[config.mk]
export PLATFORM = sky130hd
export DESIGN_NAME = noc_narrow_top
export DESIGN_NICKNAME = d
export VERILOG_FILES = /design/src/hdl/noc_narrow_pkg.sv /design/src/hdl/egress_credit_gate.sv /design/src/hdl/flit_fifo.sv /design/src/hdl/hdr_flit_slicer.sv /design/src/hdl/narrow_flit_ctrl.sv /design/src/hdl/noc_narrow_top.sv
export SDC_FILE = /design/constraint.sdc
export NUM_CORES = 1
export LEC_CHECK = 0
export ABC_AREA = 1
export BUFFER_PORTS_ARGS = -buffer_cell sky130_fd_sc_hd__buf_2
export CAP_MARGIN = 20
export CORE_MARGIN = 2
export CORE_UTILIZATION = 50
export CTS_CLUSTER_SIZE = 16
export DETAILED_ROUTE_END_ITERATION = 10
export PLACE_DENSITY_LB_ADDON = 0.08
export SYNTH_ARGS = -nofsm -noshare
export SYNTH_HDL_FRONTEND = slang
export SYNTH_SLANG_ARGS = --single-unit
export TNS_END_PERCENT = 1
[constraint.sdc]
create_clock -name clk -period 12.35 [get_ports clk]
set_clock_uncertainty 0.15 [all_clocks]
set_input_delay 1.235 -clock clk [delete_from_list [all_inputs] [get_ports clk]]
set_output_delay 1.235 -clock clk [all_outputs]
set_load 0.02 [all_outputs]
[src/hdl/noc_narrow_pkg.sv]
// #########################################################
// noc narrowing package: flit widths, wide header field
// positions, flit select type and extra flit sizing.
// #########################################################
package noc_narrow_pkg;

    localparam int WIDE_W      = 256;
    localparam int NARROW_W    = 64;
    localparam int BASE_FLIT_W = 128; // routing header plus source block.

    typedef logic [WIDE_W-1:0]   wide_flit_t;
    typedef logic [NARROW_W-1:0] narrow_flit_t;

    // routing header, positions within the routing flit.
    // the same fields sit 192 bits higher in a wide flit.
    localparam int DST_CHIP_ID_MSB = 63;
    localparam int DST_CHIP_ID_W   = 14;
    localparam int DST_X_MSB       = 49;
    localparam int DST_X_W         = 8;
    localparam int DST_Y_MSB       = 41;
    localparam int DST_Y_W         = 8;
    localparam int DST_FBITS_MSB   = 33;
    localparam int DST_FBITS_W     = 4;
    localparam int MSG_LEN_MSB     = 29;
    localparam int MSG_LEN_W       = 22;
    localparam int MSG_TYPE_MSB    = 7;
    localparam int MSG_TYPE_W      = 8;

    // source fields, positions within a wide flit.
    localparam int SRC_CHIP_ID_MSB = 191;
    localparam int SRC_CHIP_ID_W   = 14;
    localparam int SRC_X_MSB       = 177;
    localparam int SRC_X_W         = 8;
    localparam int SRC_Y_MSB       = 169;
    localparam int SRC_Y_W         = 8;
    localparam int SRC_FBITS_MSB   = 161;
    localparam int SRC_FBITS_W     = 4;
    localparam int SRC_FIELDS_W    = SRC_CHIP_ID_W + SRC_X_W + SRC_Y_W + SRC_FBITS_W;

    // source fields land at the top of the misc flit.
    localparam int MISC_SRC_MSB = 63;

    typedef enum logic [1:0] {
        sel_route = 2'd0,
        sel_misc  = 2'd1,
        sel_extra = 2'd2
    } flit_sel_e;

    // number of narrow flits needed for extra_w protocol bits.
    function automatic int extra_flit_count(input int extra_w);
        return (extra_w + NARROW_W - 1) / NARROW_W;
    endfunction

    // index width for the extra flits, at least one bit.
    function automatic int extra_idx_w(input int extra_w);
        int n;
        n = extra_flit_count(extra_w);
        return (n > 1) ? $clog2(n) : 1;
    endfunction

endpackage

[src/hdl/egress_credit_gate.sv]
// #########################################################
// egress credit gate: spends a credit per narrow flit and
// registers the flit onto the output.
// #########################################################
module egress_credit_gate #(
    parameter int OUT_CREDITS = 4
) (
     input  logic clk
    ,input  logic rst

    ,input  logic                         fifo_empty
    ,input  noc_narrow_pkg::narrow_flit_t fifo_head
    ,output logic                         fifo_pop

    ,input  logic                         out_credit
    ,output logic                         out_val
    ,output noc_narrow_pkg::narrow_flit_t out_data
);
    localparam int CNT_W = $clog2(OUT_CREDITS + 1);

    logic [CNT_W-1:0] credit_cnt;

    assign fifo_pop = !fifo_empty && (credit_cnt != '0);

    always_ff @(posedge clk) begin
        if (rst) begin
            credit_cnt <= CNT_W'(OUT_CREDITS);
            out_val    <= 1'b0;
        end else begin
            out_val <= fifo_pop;
            case ({fifo_pop, out_credit})
                2'b10:   credit_cnt <= credit_cnt - 1'b1;
                2'b01:   credit_cnt <= credit_cnt + 1'b1;
                default: credit_cnt <= credit_cnt; // send and return cancel.
            endcase
        end
    end

    always_ff @(posedge clk) begin
        if (fifo_pop) begin
            out_data <= fifo_head;
        end
    end

endmodule

[src/hdl/flit_fifo.sv]
// #########################################################
// first-word-fall-through fifo, stored type set by
// parameter. head shows the oldest entry combinationally.
// #########################################################
module flit_fifo #(
    parameter type flit_t = logic,
    parameter int  DEPTH  = 4
) (
     input  logic  clk
    ,input  logic  rst

    ,input  logic  push
    ,input  flit_t wdata
    ,input  logic  pop

    ,output flit_t head
    ,output logic  empty
    ,output logic  full
);
    localparam int PTR_W = (DEPTH > 1) ? $clog2(DEPTH) : 1;
    localparam int CNT_W = $clog2(DEPTH + 1);

    flit_t mem [DEPTH];

    logic [PTR_W-1:0] wr_ptr;
    logic [PTR_W-1:0] rd_ptr;
    logic [CNT_W-1:0] count;
    logic             wr_en;
    logic             rd_en;

    assign wr_en = push && !full;
    assign rd_en = pop && !empty;

    assign empty = (count == '0);
    assign full  = (count == CNT_W'(DEPTH));
    assign head  = mem[rd_ptr];

    // storage only, no reset.
    always_ff @(posedge clk) begin
        if (wr_en) begin
            mem[wr_ptr] <= wdata;
        end
    end

    always_ff @(posedge clk) begin
        if (rst) begin
            wr_ptr <= '0;
            rd_ptr <= '0;
            count  <= '0;
        end else begin
            if (wr_en) begin
                wr_ptr <= (wr_ptr == PTR_W'(DEPTH - 1)) ? '0 : wr_ptr + 1'b1;
            end
            if (rd_en) begin
                rd_ptr <= (rd_ptr == PTR_W'(DEPTH - 1)) ? '0 : rd_ptr + 1'b1;
            end
            case ({wr_en, rd_en})
                2'b10:   count <= count + 1'b1;
                2'b01:   count <= count - 1'b1;
                default: count <= count; // both or neither.
            endcase
        end
    end

endmodule

[src/hdl/hdr_flit_slicer.sv]
// #########################################################
// header slicer: keeps the wide header and muxes out the
// routing, misc and extra narrow flits.
// #########################################################
module hdr_flit_slicer #(
    parameter int EXTRA_W = 96
) (
     input  logic clk

    ,input  logic                              hdr_load
    ,input  noc_narrow_pkg::wide_flit_t        wide_head
    ,input  noc_narrow_pkg::flit_sel_e         flit_sel
    ,input  logic [noc_narrow_pkg::extra_idx_w(EXTRA_W)-1:0] extra_index

    ,output noc_narrow_pkg::narrow_flit_t      narrow_flit
);
    localparam int NARROW_W  = noc_narrow_pkg::NARROW_W;
    localparam int N_EXTRA   = noc_narrow_pkg::extra_flit_count(EXTRA_W);
    localparam int PAD_W     = N_EXTRA * NARROW_W - EXTRA_W;
    localparam int EXTRA_MSB = noc_narrow_pkg::WIDE_W - noc_narrow_pkg::BASE_FLIT_W - 1;
    localparam int SRC_W     = noc_narrow_pkg::SRC_FIELDS_W;

    logic [SRC_W-1:0]                   src_reg;
    logic [EXTRA_W-1:0]                 extra_reg;
    logic [N_EXTRA-1:0][NARROW_W-1:0]   extra_padded;
    noc_narrow_pkg::narrow_flit_t       route_flit;
    noc_narrow_pkg::narrow_flit_t       misc_flit;

    // payload registers, loaded with the header pop.
    always_ff @(posedge clk) begin
        if (hdr_load) begin
            src_reg <= {wide_head[noc_narrow_pkg::SRC_CHIP_ID_MSB -: noc_narrow_pkg::SRC_CHIP_ID_W],
                        wide_head[noc_narrow_pkg::SRC_X_MSB -: noc_narrow_pkg::SRC_X_W],
                        wide_head[noc_narrow_pkg::SRC_Y_MSB -: noc_narrow_pkg::SRC_Y_W],
                        wide_head[noc_narrow_pkg::SRC_FBITS_MSB -: noc_narrow_pkg::SRC_FBITS_W]};
            extra_reg <= wide_head[EXTRA_MSB -: EXTRA_W];
        end
    end

    generate
        if (PAD_W == 0) begin : g_no_pad
            assign extra_padded = extra_reg;
        end else begin : g_pad
            assign extra_padded = {extra_reg, {PAD_W{1'b0}}}; // zeros at the low end.
        end
    endgenerate

    // routing flit straight off the fifo head so it is ready on load.
    always_comb begin
        route_flit = wide_head[noc_narrow_pkg::WIDE_W-1 -: NARROW_W];
        route_flit[noc_narrow_pkg::MSG_LEN_MSB -: noc_narrow_pkg::MSG_LEN_W] =
            noc_narrow_pkg::MSG_LEN_W'(N_EXTRA + 1); // misc flit plus extras.
    end

    always_comb begin
        misc_flit = '0; // metadata flit count stays zero.
        misc_flit[noc_narrow_pkg::MISC_SRC_MSB -: SRC_W] = src_reg;
    end

    always_comb begin
        case (flit_sel)
            noc_narrow_pkg::sel_route: narrow_flit = route_flit;
            noc_narrow_pkg::sel_misc:  narrow_flit = misc_flit;
            default:                   narrow_flit = extra_padded[extra_index];
        endcase
    end

endmodule

[src/hdl/narrow_flit_ctrl.sv]
// #########################################################
// sequencing FSM: one routing, one misc, then the extra
// flits of each wide header, one per cycle while space.
// #########################################################
module narrow_flit_ctrl #(
    parameter int EXTRA_W = 96
) (
     input  logic clk
    ,input  logic rst

    ,input  logic in_empty
    ,input  logic out_full

    ,output logic in_pop
    ,output logic out_push
    ,output logic hdr_load
    ,output noc_narrow_pkg::flit_sel_e flit_sel
    ,output logic [noc_narrow_pkg::extra_idx_w(EXTRA_W)-1:0] extra_index
);
    localparam int N_EXTRA = noc_narrow_pkg::extra_flit_count(EXTRA_W);
    localparam int IDX_W   = noc_narrow_pkg::extra_idx_w(EXTRA_W);

    typedef enum logic [1:0] {
        st_idle  = 2'd0,
        st_misc  = 2'd1,
        st_extra = 2'd2
    } state_e;

    state_e           state;
    state_e           state_next;
    logic [IDX_W-1:0] idx_next;
    logic             start;

    // routing flit goes out in the same cycle the header is taken.
    assign start = (state == st_idle) && !in_empty && !out_full;

    assign in_pop   = start;
    assign hdr_load = start;

    always_comb begin
        state_next = state;
        idx_next   = extra_index;
        out_push   = 1'b0;
        flit_sel   = noc_narrow_pkg::sel_route;

        case (state)
            st_idle: begin
                if (start) begin
                    out_push   = 1'b1;
                    idx_next   = IDX_W'(N_EXTRA - 1); // highest part first.
                    state_next = st_misc;
                end
            end
            st_misc: begin
                flit_sel = noc_narrow_pkg::sel_misc;
                if (!out_full) begin
                    out_push   = 1'b1;
                    state_next = st_extra;
                end
            end
            st_extra: begin
                flit_sel = noc_narrow_pkg::sel_extra;
                if (!out_full) begin
                    out_push = 1'b1;
                    if (extra_index == '0) begin
                        state_next = st_idle;
                    end else begin
                        idx_next = extra_index - 1'b1;
                    end
                end
            end
            default: begin
                state_next = st_idle;
            end
        endcase
    end

    always_ff @(posedge clk) begin
        if (rst) begin
            state       <= st_idle;
            extra_index <= '0;
        end else begin
            state       <= state_next;
            extra_index <= idx_next;
        end
    end

endmodule

[src/hdl/noc_narrow_top.sv]
// #########################################################
// wide to narrow header converter with credit flow
// control on both sides.
// #########################################################
module noc_narrow_top #(
    parameter int EXTRA_W     = 96,
    parameter int IN_DEPTH    = 4,
    parameter int OUT_DEPTH   = 4,
    parameter int OUT_CREDITS = 4
) (
     input  logic clk
    ,input  logic rst

    ,input  logic                         in_val
    ,input  noc_narrow_pkg::wide_flit_t   in_data
    ,output logic                         in_credit

    ,output logic                         out_val
    ,output noc_narrow_pkg::narrow_flit_t out_data
    ,input  logic                         out_credit
);
    localparam int IDX_W = noc_narrow_pkg::extra_idx_w(EXTRA_W);

    noc_narrow_pkg::wide_flit_t   in_head;
    logic                         in_empty;
    logic                         in_full;
    logic                         in_pop;
    logic                         out_push;
    logic                         out_full;
    logic                         out_empty;
    logic                         out_pop;
    logic                         hdr_load;
    noc_narrow_pkg::flit_sel_e    flit_sel;
    logic [IDX_W-1:0]             extra_index;
    noc_narrow_pkg::narrow_flit_t narrow_flit;
    noc_narrow_pkg::narrow_flit_t out_head;

    // sender credits keep in_full from ever rising with in_val.
    flit_fifo #(.flit_t(noc_narrow_pkg::wide_flit_t), .DEPTH(IN_DEPTH)) u_in_fifo (
        .clk(clk), .rst(rst), .push(in_val && !in_full), .wdata(in_data), .pop(in_pop),
        .head(in_head), .empty(in_empty), .full(in_full)
    );

    narrow_flit_ctrl #(.EXTRA_W(EXTRA_W)) u_ctrl (
        .clk(clk), .rst(rst), .in_empty(in_empty), .out_full(out_full),
        .in_pop(in_pop), .out_push(out_push), .hdr_load(hdr_load),
        .flit_sel(flit_sel), .extra_index(extra_index)
    );

    hdr_flit_slicer #(.EXTRA_W(EXTRA_W)) u_slicer (
        .clk(clk), .hdr_load(hdr_load), .wide_head(in_head), .flit_sel(flit_sel),
        .extra_index(extra_index), .narrow_flit(narrow_flit)
    );

    flit_fifo #(.flit_t(noc_narrow_pkg::narrow_flit_t), .DEPTH(OUT_DEPTH)) u_out_fifo (
        .clk(clk), .rst(rst), .push(out_push), .wdata(narrow_flit), .pop(out_pop),
        .head(out_head), .empty(out_empty), .full(out_full)
    );

    egress_credit_gate #(.OUT_CREDITS(OUT_CREDITS)) u_gate (
        .clk(clk), .rst(rst), .fifo_empty(out_empty), .fifo_head(out_head),
        .fifo_pop(out_pop), .out_credit(out_credit), .out_val(out_val), .out_data(out_data)
    );

    // one credit back per wide flit consumed.
    always_ff @(posedge clk) begin
        if (rst) begin
            in_credit <= 1'b0;
        end else begin
            in_credit <= in_pop;
        end
    end

endmodule

# After elaboration in Yosys (flattened, before gate mapping)
# Memory sizes are Yosys's and may differ from the RTL's. A register that Yosys moved wholly into a read port is not among the register bits.
# Index checks and enable logic that the tools add are counted.
word_totals:
  register_bits: 152
  mem_bits_rw: 1280
  input_bits: 260
  word_cells: 99
  memories: 2
mem_list:
  columns: ["name", "depth", "word_bits", "rd", "rd_clocked_by_memory_dff", "wr", "line_no", "source"]
  rows:
  - ["u_in_fifo.mem", 4, 256, 1, 1, 1, "flit_fifo.sv:23", "flit_t mem [DEPTH];"]
  - ["u_out_fifo.mem", 4, 64, 1, 1, 1, "flit_fifo.sv:23", null]
classes:
  add_sub_neg: 11
  n_lt_le_gt_ge: 1
  eq_ne: 19
  muxes: 29
  n_reduce_logical: 24
ops:
  columns: ["cell", "count"]
  rows:
  - ["2-to-1 mux 64 bit", 2]
  - ["one-hot mux 64 bit (2 select lines)", 1]
  - ["2-to-1 mux 2 bit", 10]
  - ["one-hot mux 3 bit (2 select lines)", 3]
  - ["== test 2 bit (second input constant)", 8]
  - ["== test 2 x 1 -> 1 bit (second input constant)", 5]
  - ["adder 3 x 1 -> 3 bit (second input constant)", 3]
  - ["2-to-1 mux 1 bit", 9]
  - ["subtractor 3 x 1 -> 3 bit (second input constant)", 3]
  - ["adder 2 x 1 -> 2 bit (second input constant)", 4]
  - ["logical AND 1 bit", 8]
  - ["!= test 2 bit (second input constant)", 4]
  - ["nonzero test 2 bit", 4]
  - ["== test 3 bit (second input constant)", 2]
  - ["logical NOT 3 bit", 2]
  - ["one-hot mux 2 bit (3 select lines)", 1]
  - ["logical NOT 1 bit", 4]
  - ["logical NOT 2 bit", 2]
  - ["one-hot mux 1 bit (2 select lines)", 2]
  - ["one-hot mux 2 bit (2 select lines)", 1]
  - ["AND reduction 4 bit", 1]
  - ["AND reduction 3 bit", 1]
  - ["nonzero test 3 bit", 1]
  - ["< comparator 1 x 2 -> 1 bit (second input constant)", 1]
  - ["2 further kinds", 2]

# Longest topological paths before layout
# Gate-level depths: netlist of run 1.
logic_depth:
  ltp_word: 9
  depth_mapped: 12

# By module
# A second synthesis of run 1 with hierarchy kept.
hier_totals:
  hier_cells: 3935
  area_unflattened_um2: 57371.3
by_module_without_submodules:
  columns: ["mod", "instances", "cells_each", "area_per_inst_um2"]
  rows:
  - ["flit_fifo at u_in_fifo", 1, 2547, 39226.4]
  - ["flit_fifo at u_out_fifo", 1, 691, 10005.8]
  - ["hdr_flit_slicer", 1, 559, 5688.0]
  - ["egress_credit_gate", 1, 92, 2130.8]
  - ["narrow_flit_ctrl", 1, 41, 280.3]
  - ["noc_narrow_top", 1, 5, 40.0]

# Worst setup path after synthesis of run 1
# No wires, ideal clock.
synth_timing:
  path_kind: "input port to flip-flop"
  start: "input in_val"
  end: "memory u_in_fifo.mem[0][100] in the netlist's numbering (enable)"
  arrival_ps: 8550
  required_time_ps: 11493
  path_slack_ps: 2943
  cell_stages: 2
  path_cell_list: "nand2_1 nor2_1"
synth_between:
  elab_chain_len: 4
synth_rtl:
  columns: ["element", "line_no", "source"]
  rows:
  - ["from (decl)", "noc_narrow_top.sv:14", ",input logic in_val"]
  - ["logical AND 1 bit", "noc_narrow_top.sv:40", ".clk(clk), .rst(rst), .push(in_val && !in_full), .wdata(in_data), .pop(in_pop),"]
  - ["logical AND 1 bit", "flit_fifo.sv:31", "assign wr_en = push && !full;"]
  - ["2-to-1 mux 1 bit", "flit_fifo.sv:40", "if (wr_en) begin"]
  - ["2-to-1 mux 1 bit (implied by the code)", "flit_fifo.sv:41", "mem[wr_ptr] <= wdata;"]
  - ["to (decl)", "flit_fifo.sv:23", null]
# No other way between the ends.

==> metrics.yaml, run 1 <==
seq_area_frac_synth_pct: 80.5
ios: 326
hold_slack_ps: 337
max-slew-margin-rel_pct: 16.7
clockBufferDepth: 3
rr_worst_depth: 7
end_kind: "flop"
crit_required_ps: 12650
initial_core_util_pct: 50.5
syn_avg_cell_area_um2: 14.6
async_flop_share_pct: 0
synth_flop_cell: "edfxtp_1"
synth_common_cells: "edfxtp_1 (1138), nor2_1 (589), o21ai_0 (353), o22ai_1 (236), o21ai_1 (162)"
cts-hold-fix-buffers: 0
fp.coreArea_um2: 85300
via_per_inst: 5.63
grt_max_degree: 142
p_comb_share_pct: 24.6
r2r_end: "u_out_fifo.mem[0][42]"
hold_violations: 0
ctsRootBufferMaster: "clkbuf_16"
crit_type: "flop to flop"
fin_crit_sh_pct: 31.6
grt_pass1_vias: 24160
rsz0062_at_grt: "no"
slew_violations: 0
largest_reg_flops: 688
min-delay-start: "u_in_fifo.rd_ptr[1]"
power.internal_uw: 8520
synth_cell_types: 25
cts_sinks: 1162
start_kind: "flop"
synth_area_leaders: "edfxtp_1 (79%), nor2_1 (5.1%), o21ai_0 (4.1%)"
slowest_delay_ps: 870
grt_usage_pct: 23.1
routed_wl_um: 104000
fin_nets: 3450
synth_edf_count: 1138
post_route_cells_drive_above_1_share_pct: 14.7
grt_pass1_wl_um: 152000
clk_pin_slew_worst_paths_ps: 60
area_growth_pct: 14.4
yosysWarnings: 0
worst-r2r-setup-slack_ps: 8450
post_cts_resized: 0
clkLatencyLatePin_ps: 680
die_area_um2: 88500
drc_errors: 0
rows: 107
power.switching_uw: 4140
io_buffers: 241
hp-class: "flop to flop"
postSynthCellCount: 2950
p_total_uw: 12700
post_drt_wl_per_cell_um: 23.6
whs_path_depth: 2
die_w_um: 298
gp_congestion: 0.745
synth.cell_area_um2: 43100
power.leakage_uw: 0.0168
fillCellCount: 6680
cp_common_cell: "buf_4"
antenna_found_initial: 34
cts_tree: "done"
power_frac_seq_pct: 47.4
path_delay_family: "buffers and inverters"
fp.dieH_um: 298
p_sw_share_pct: 32.7
first_iter_violations: 1970
syn_nets: 3232
min_period_ps: 3900
maxCapViolations: 0
drtAntennaViolNets: 0
worst_pin_slew_ps: 1250
cp.arrival_ps: 4210
totalNegativeSetupSlack_ps: 0
fmax_mhz: 256
p_per_area_nw_per_um2: 257
critPathBufInv: 3
dp_hpwl_um: 58300
synth_top_area_share_pct: 79.3
final-setup-viol-count: 0
numCtsBuffers: 117
yosysTopAreaCell: "edfxtp_1"
ys_ff_latch: 1162
dr_total_vias: 24891
grt.overflow.total: 0
status: "completed"
path_cells: "inv_8, buf_4, buf_4, o21ai_0, o22ai_1, nand2_1, nand3_1"
peakVddDrop_v: 0.000202
clockPowerShare_pct: 28.0
cts_post_setup_buffers_inserted: 0
yosysMostFrequentCell: "edfxtp_1"
cp_slowest_cell: "buf_4"
cp_max_fo: 125
htree_levels: 3
firstDrtPassIters: 5
through the flow:
stage	instances	cell area [um^2]	util, %	worst slack [ps]
finish	4423	49300	57.8	8450
global route	4419	49300	57.8	8190
CTS	4413	49200	57.7	8510
detailed placement	4192	45300	53.1	8520
global placement	4191	45300	53.1	8570
floorplan	2950	43100	-	2940
cells by family after synthesis:
family / share of synthesized area [%]
xor+xnor: 0.0203
fa+ha+maj: 0.691
flops: 80.5
simple gates: 6.72
compound gates: 9.67
buf+inv: 2.45
worst max path at each step:
| stage | startpoint | cells past startpoint | end |
|---|---|---|---|
| 6_report | flop | 7 | u_out_fifo.mem[0][42] |
| 5_1_grt | flop | 7 | u_out_fifo.mem[1][39] |
| 4_1_cts | flop | 7 | u_out_fifo.mem[1][42] |
| 3_5_place_dp | flop | 7 | u_out_fifo.mem[0][42] |
| 3_3_place_gp | flop | 7 | u_out_fifo.mem[0][42] |
| 2_1_floorplan | in_val | 2 | u_in_fifo.mem[0][100] |
power groups by stage:
stage | combinational (uW) | clock, uW | sequential (uW)
finish | 3110 | 3550 | 5990
global placement | 3040 | 0 | 6040
detailed placement | 3140 | 0 | 6070
floorplan | 1840 | 0 | 6180
CTS | 3150 | 3610 | 5990
global route | 3420 | 3770 | 6060
layer usage:
layer / vias up / share of wire [%] / routed length, um / track usage [%]
met4: 20 / 3.7 / 3910 / 9.62
met2: 741 / 48 / 50200 / 37.2
met1: 12489 / 42 / 43800 / 31.2
li1: 11451 / - / - / -
met3: 190 / 6.0 / 6240 / 4.18
met5: - / 0.12 / 127 / 0
cell type report:
cell class              count  area [um^2]  area share, %
well taps                1144         1430           2.91
repair buffers            278         1550           3.15
clock inverters            78          747           1.52
multi-input cells        1547         7440           15.1
flip-flops and latches   1162        34700           70.4
diodes                      9         22.5         0.0457
clock buffers             143         3160           6.41
inverters                  62          254          0.515
cell usage in the layout, fill, tap and decap left out, types with 14 or more instances in the layout:
master and count:
edfxtp_1 1138, nor2_1 580, o21ai_0 353, buf_2 241
o22ai_1 236, o21ai_1 162, clkbuf_16 121, nand2_1 113
inv_1 54, nand3_1 49, clkinv_2 32, buf_4 32
clkinv_1 26, ha_1 19, dfxtp_1 19, a21oi_1 17
clkbuf_1 17, bufinv_16 14
worst register-to-register path, delay by kind of cell, from the launching register on:
family / cells / cell delay (ps)
AND/OR/NAND/NOR: 2 / 340
flip-flops: 1 / 480
buffers and inverters: 3 / 2370
AO/OA/AOI/OAI: 2 / 340
(Power assumes the default switching activity.)
==> run 2: changes to the inputs <==
Clock period 12.35 ns to 3.1 ns, I/O delays scaled along.
==> metrics.yaml, run 2 (synthesized netlist as in run 1, its figures left out) <==
clkLatencyLatePin_ps: 680  # about the same
clockBufferDepth: 3  # unchanged
cp_max_fo: 97  # -22%
dp_hpwl_um: 62700  # +7.4%
ios: 326  # unchanged
peakVddDrop_v: 0.000629  # +210%
cts_sinks: 1162  # unchanged
fp.coreArea_um2: 85300  # unchanged
cts_tree: "done"
rr_worst_depth: 6  # -1
rows: 107  # unchanged
min_period_ps: 2510  # -1390 ps
post-route-util_pct: 60.2  # +2.5 points
maxCapViolations: 0  # unchanged
start_kind: "flop"
path_cells: "inv_8, buf_4, o21ai_0, o22ai_1, nand2_1, nand3_1"
antenna_found_initial: 15  # -56%
ctsRootBufferMaster: "clkbuf_16"
die_area_um2: 88500  # unchanged
slew_violations: 0  # unchanged
fin_nets: 3665  # +6.2%
first_iter_violations: 2264  # +15%
dr_total_vias: 25898  # +4.0%
grt_pass1_wl_um: 156000  # +2.4%
post_cts_resized: 0  # unchanged
clk_pin_slew_worst_paths_ps: 60  # about the same
p_per_area_nw_per_um2: 979  # +280%
grt_usage_pct: 23.6  # +0.51 points
fin_crit_sh_pct: 81.0  # +49 points
cp_slowest_cell: "dfxtp_4"
cp.arrival_ps: 2720  # -1490 ps
fmax_mhz: 398  # +55%
max-slew-margin-rel_pct: 25.9  # +9.1 points
drtAntennaViolNets: 0  # unchanged
totalNegativeSetupSlack_ps: 0  # unchanged
status: "completed"
worst_pin_slew_ps: 1100  # -148 ps
critPathBufInv: 2  # -1
via_per_inst: 5.60  # -0.54%
power.leakage_uw: 0.0177  # +5.1%
die_w_um: 298  # unchanged
whs_path_depth: 2  # unchanged
end_kind: "flop"
largest_reg_flops: 688  # unchanged
cp.depth: 6  # -1
post_drt_wl_per_cell_um: 22.9  # -2.8%
crit_type: "flop to flop"
fp.dieH_um: 298  # unchanged
hp-class: "input pin to flop"
grt.overflow.total: 0  # unchanged
final-setup-viol-count: 0  # unchanged
grt_pass1_vias: 25138  # +4.0%
path_delay_family: "flip-flops"
grt_max_degree: 129  # -9.2%
area_growth_pct: 19.3
gp_congestion: 0.750  # +0.70%
initial_core_util_pct: 50.5  # unchanged
firstDrtPassIters: 7  # +2
routed_wl_um: 106000  # +1.6%
slowest_delay_ps: 690  # -180 ps
hold_violations: 0  # unchanged
crit_required_ps: 3300  # -9350 ps
p_total_uw: 50300  # +300%
final_common_cell: "edfxtp_1"
drc_errors: 0  # unchanged
dp_slack_ps: 662  # -7860 ps
io_buffers: 241  # unchanged
htree_levels: 3  # unchanged
setup_slack_ps: 587  # -7860 ps
numCtsBuffers: 117  # unchanged
mostFrequentLayoutCells: "edfxtp_1 (1138), nor2_1 (579), o21ai_0 (353)"
post_route_cells_drive_above_1_share_pct: 14.5  # -0.18 points
rsz0062_at_grt: "no"
[run 2: area by class of cell]
class	count	area, um^2
diodes	6	15.0
clock buffers	150	3190
clock inverters	63	389
fillers	6453	33900
inverters	62	253
multi-input cells	1547	7450
flip-flops and latches	1162	34700
well taps	1144	1430
repair buffers	493	3970
[run 2: through the flow]
step | hold slack [ps] | area, um^2 | std cells
global placement | 307 | 46000 | 4233
global route | 214 | 51400 | 4625
CTS | 188 | 51400 | 4621
detailed placement | 339 | 46000 | 4233
finish | 226 | 51400 | 4627
floorplan | 259 | 43100 | 2950
[run 2: final timing paths]
path / startpoint / to / slack (ps)
max reg2reg: flop / u_out_fifo.mem[3][32] / 590
max: flop / u_out_fifo.mem[3][32] / 590
min: in_data[192] / u_in_fifo.mem[2][192] / 230
min reg2reg: u_in_fifo.rd_ptr[1] / flop / 350
[run 2: what timing repair did]
action	in CTS	in global routing
setup buffers	0	0
setup endpoints to repair	0	0
hold buffers	175	0
hold endpoints to repair	701	0
[run 2: power breakdown]
part           switching, uW  internal [uW]  total, uW
registers               1210          22600      23800
clock network           5630           7450      13100
logic                   9800           3580      13400
total                  16600          33600      50300
[run 2: per-layer routing]
metal  up-vias  part of all wire, %  track usage [%]
met2       821                   50             39.6
met1     13023                   41             31.7
met4        14                  2.8             7.07
met5         -                0.088                0
li1      11873                    -                -
met3       167                  6.1             3.99
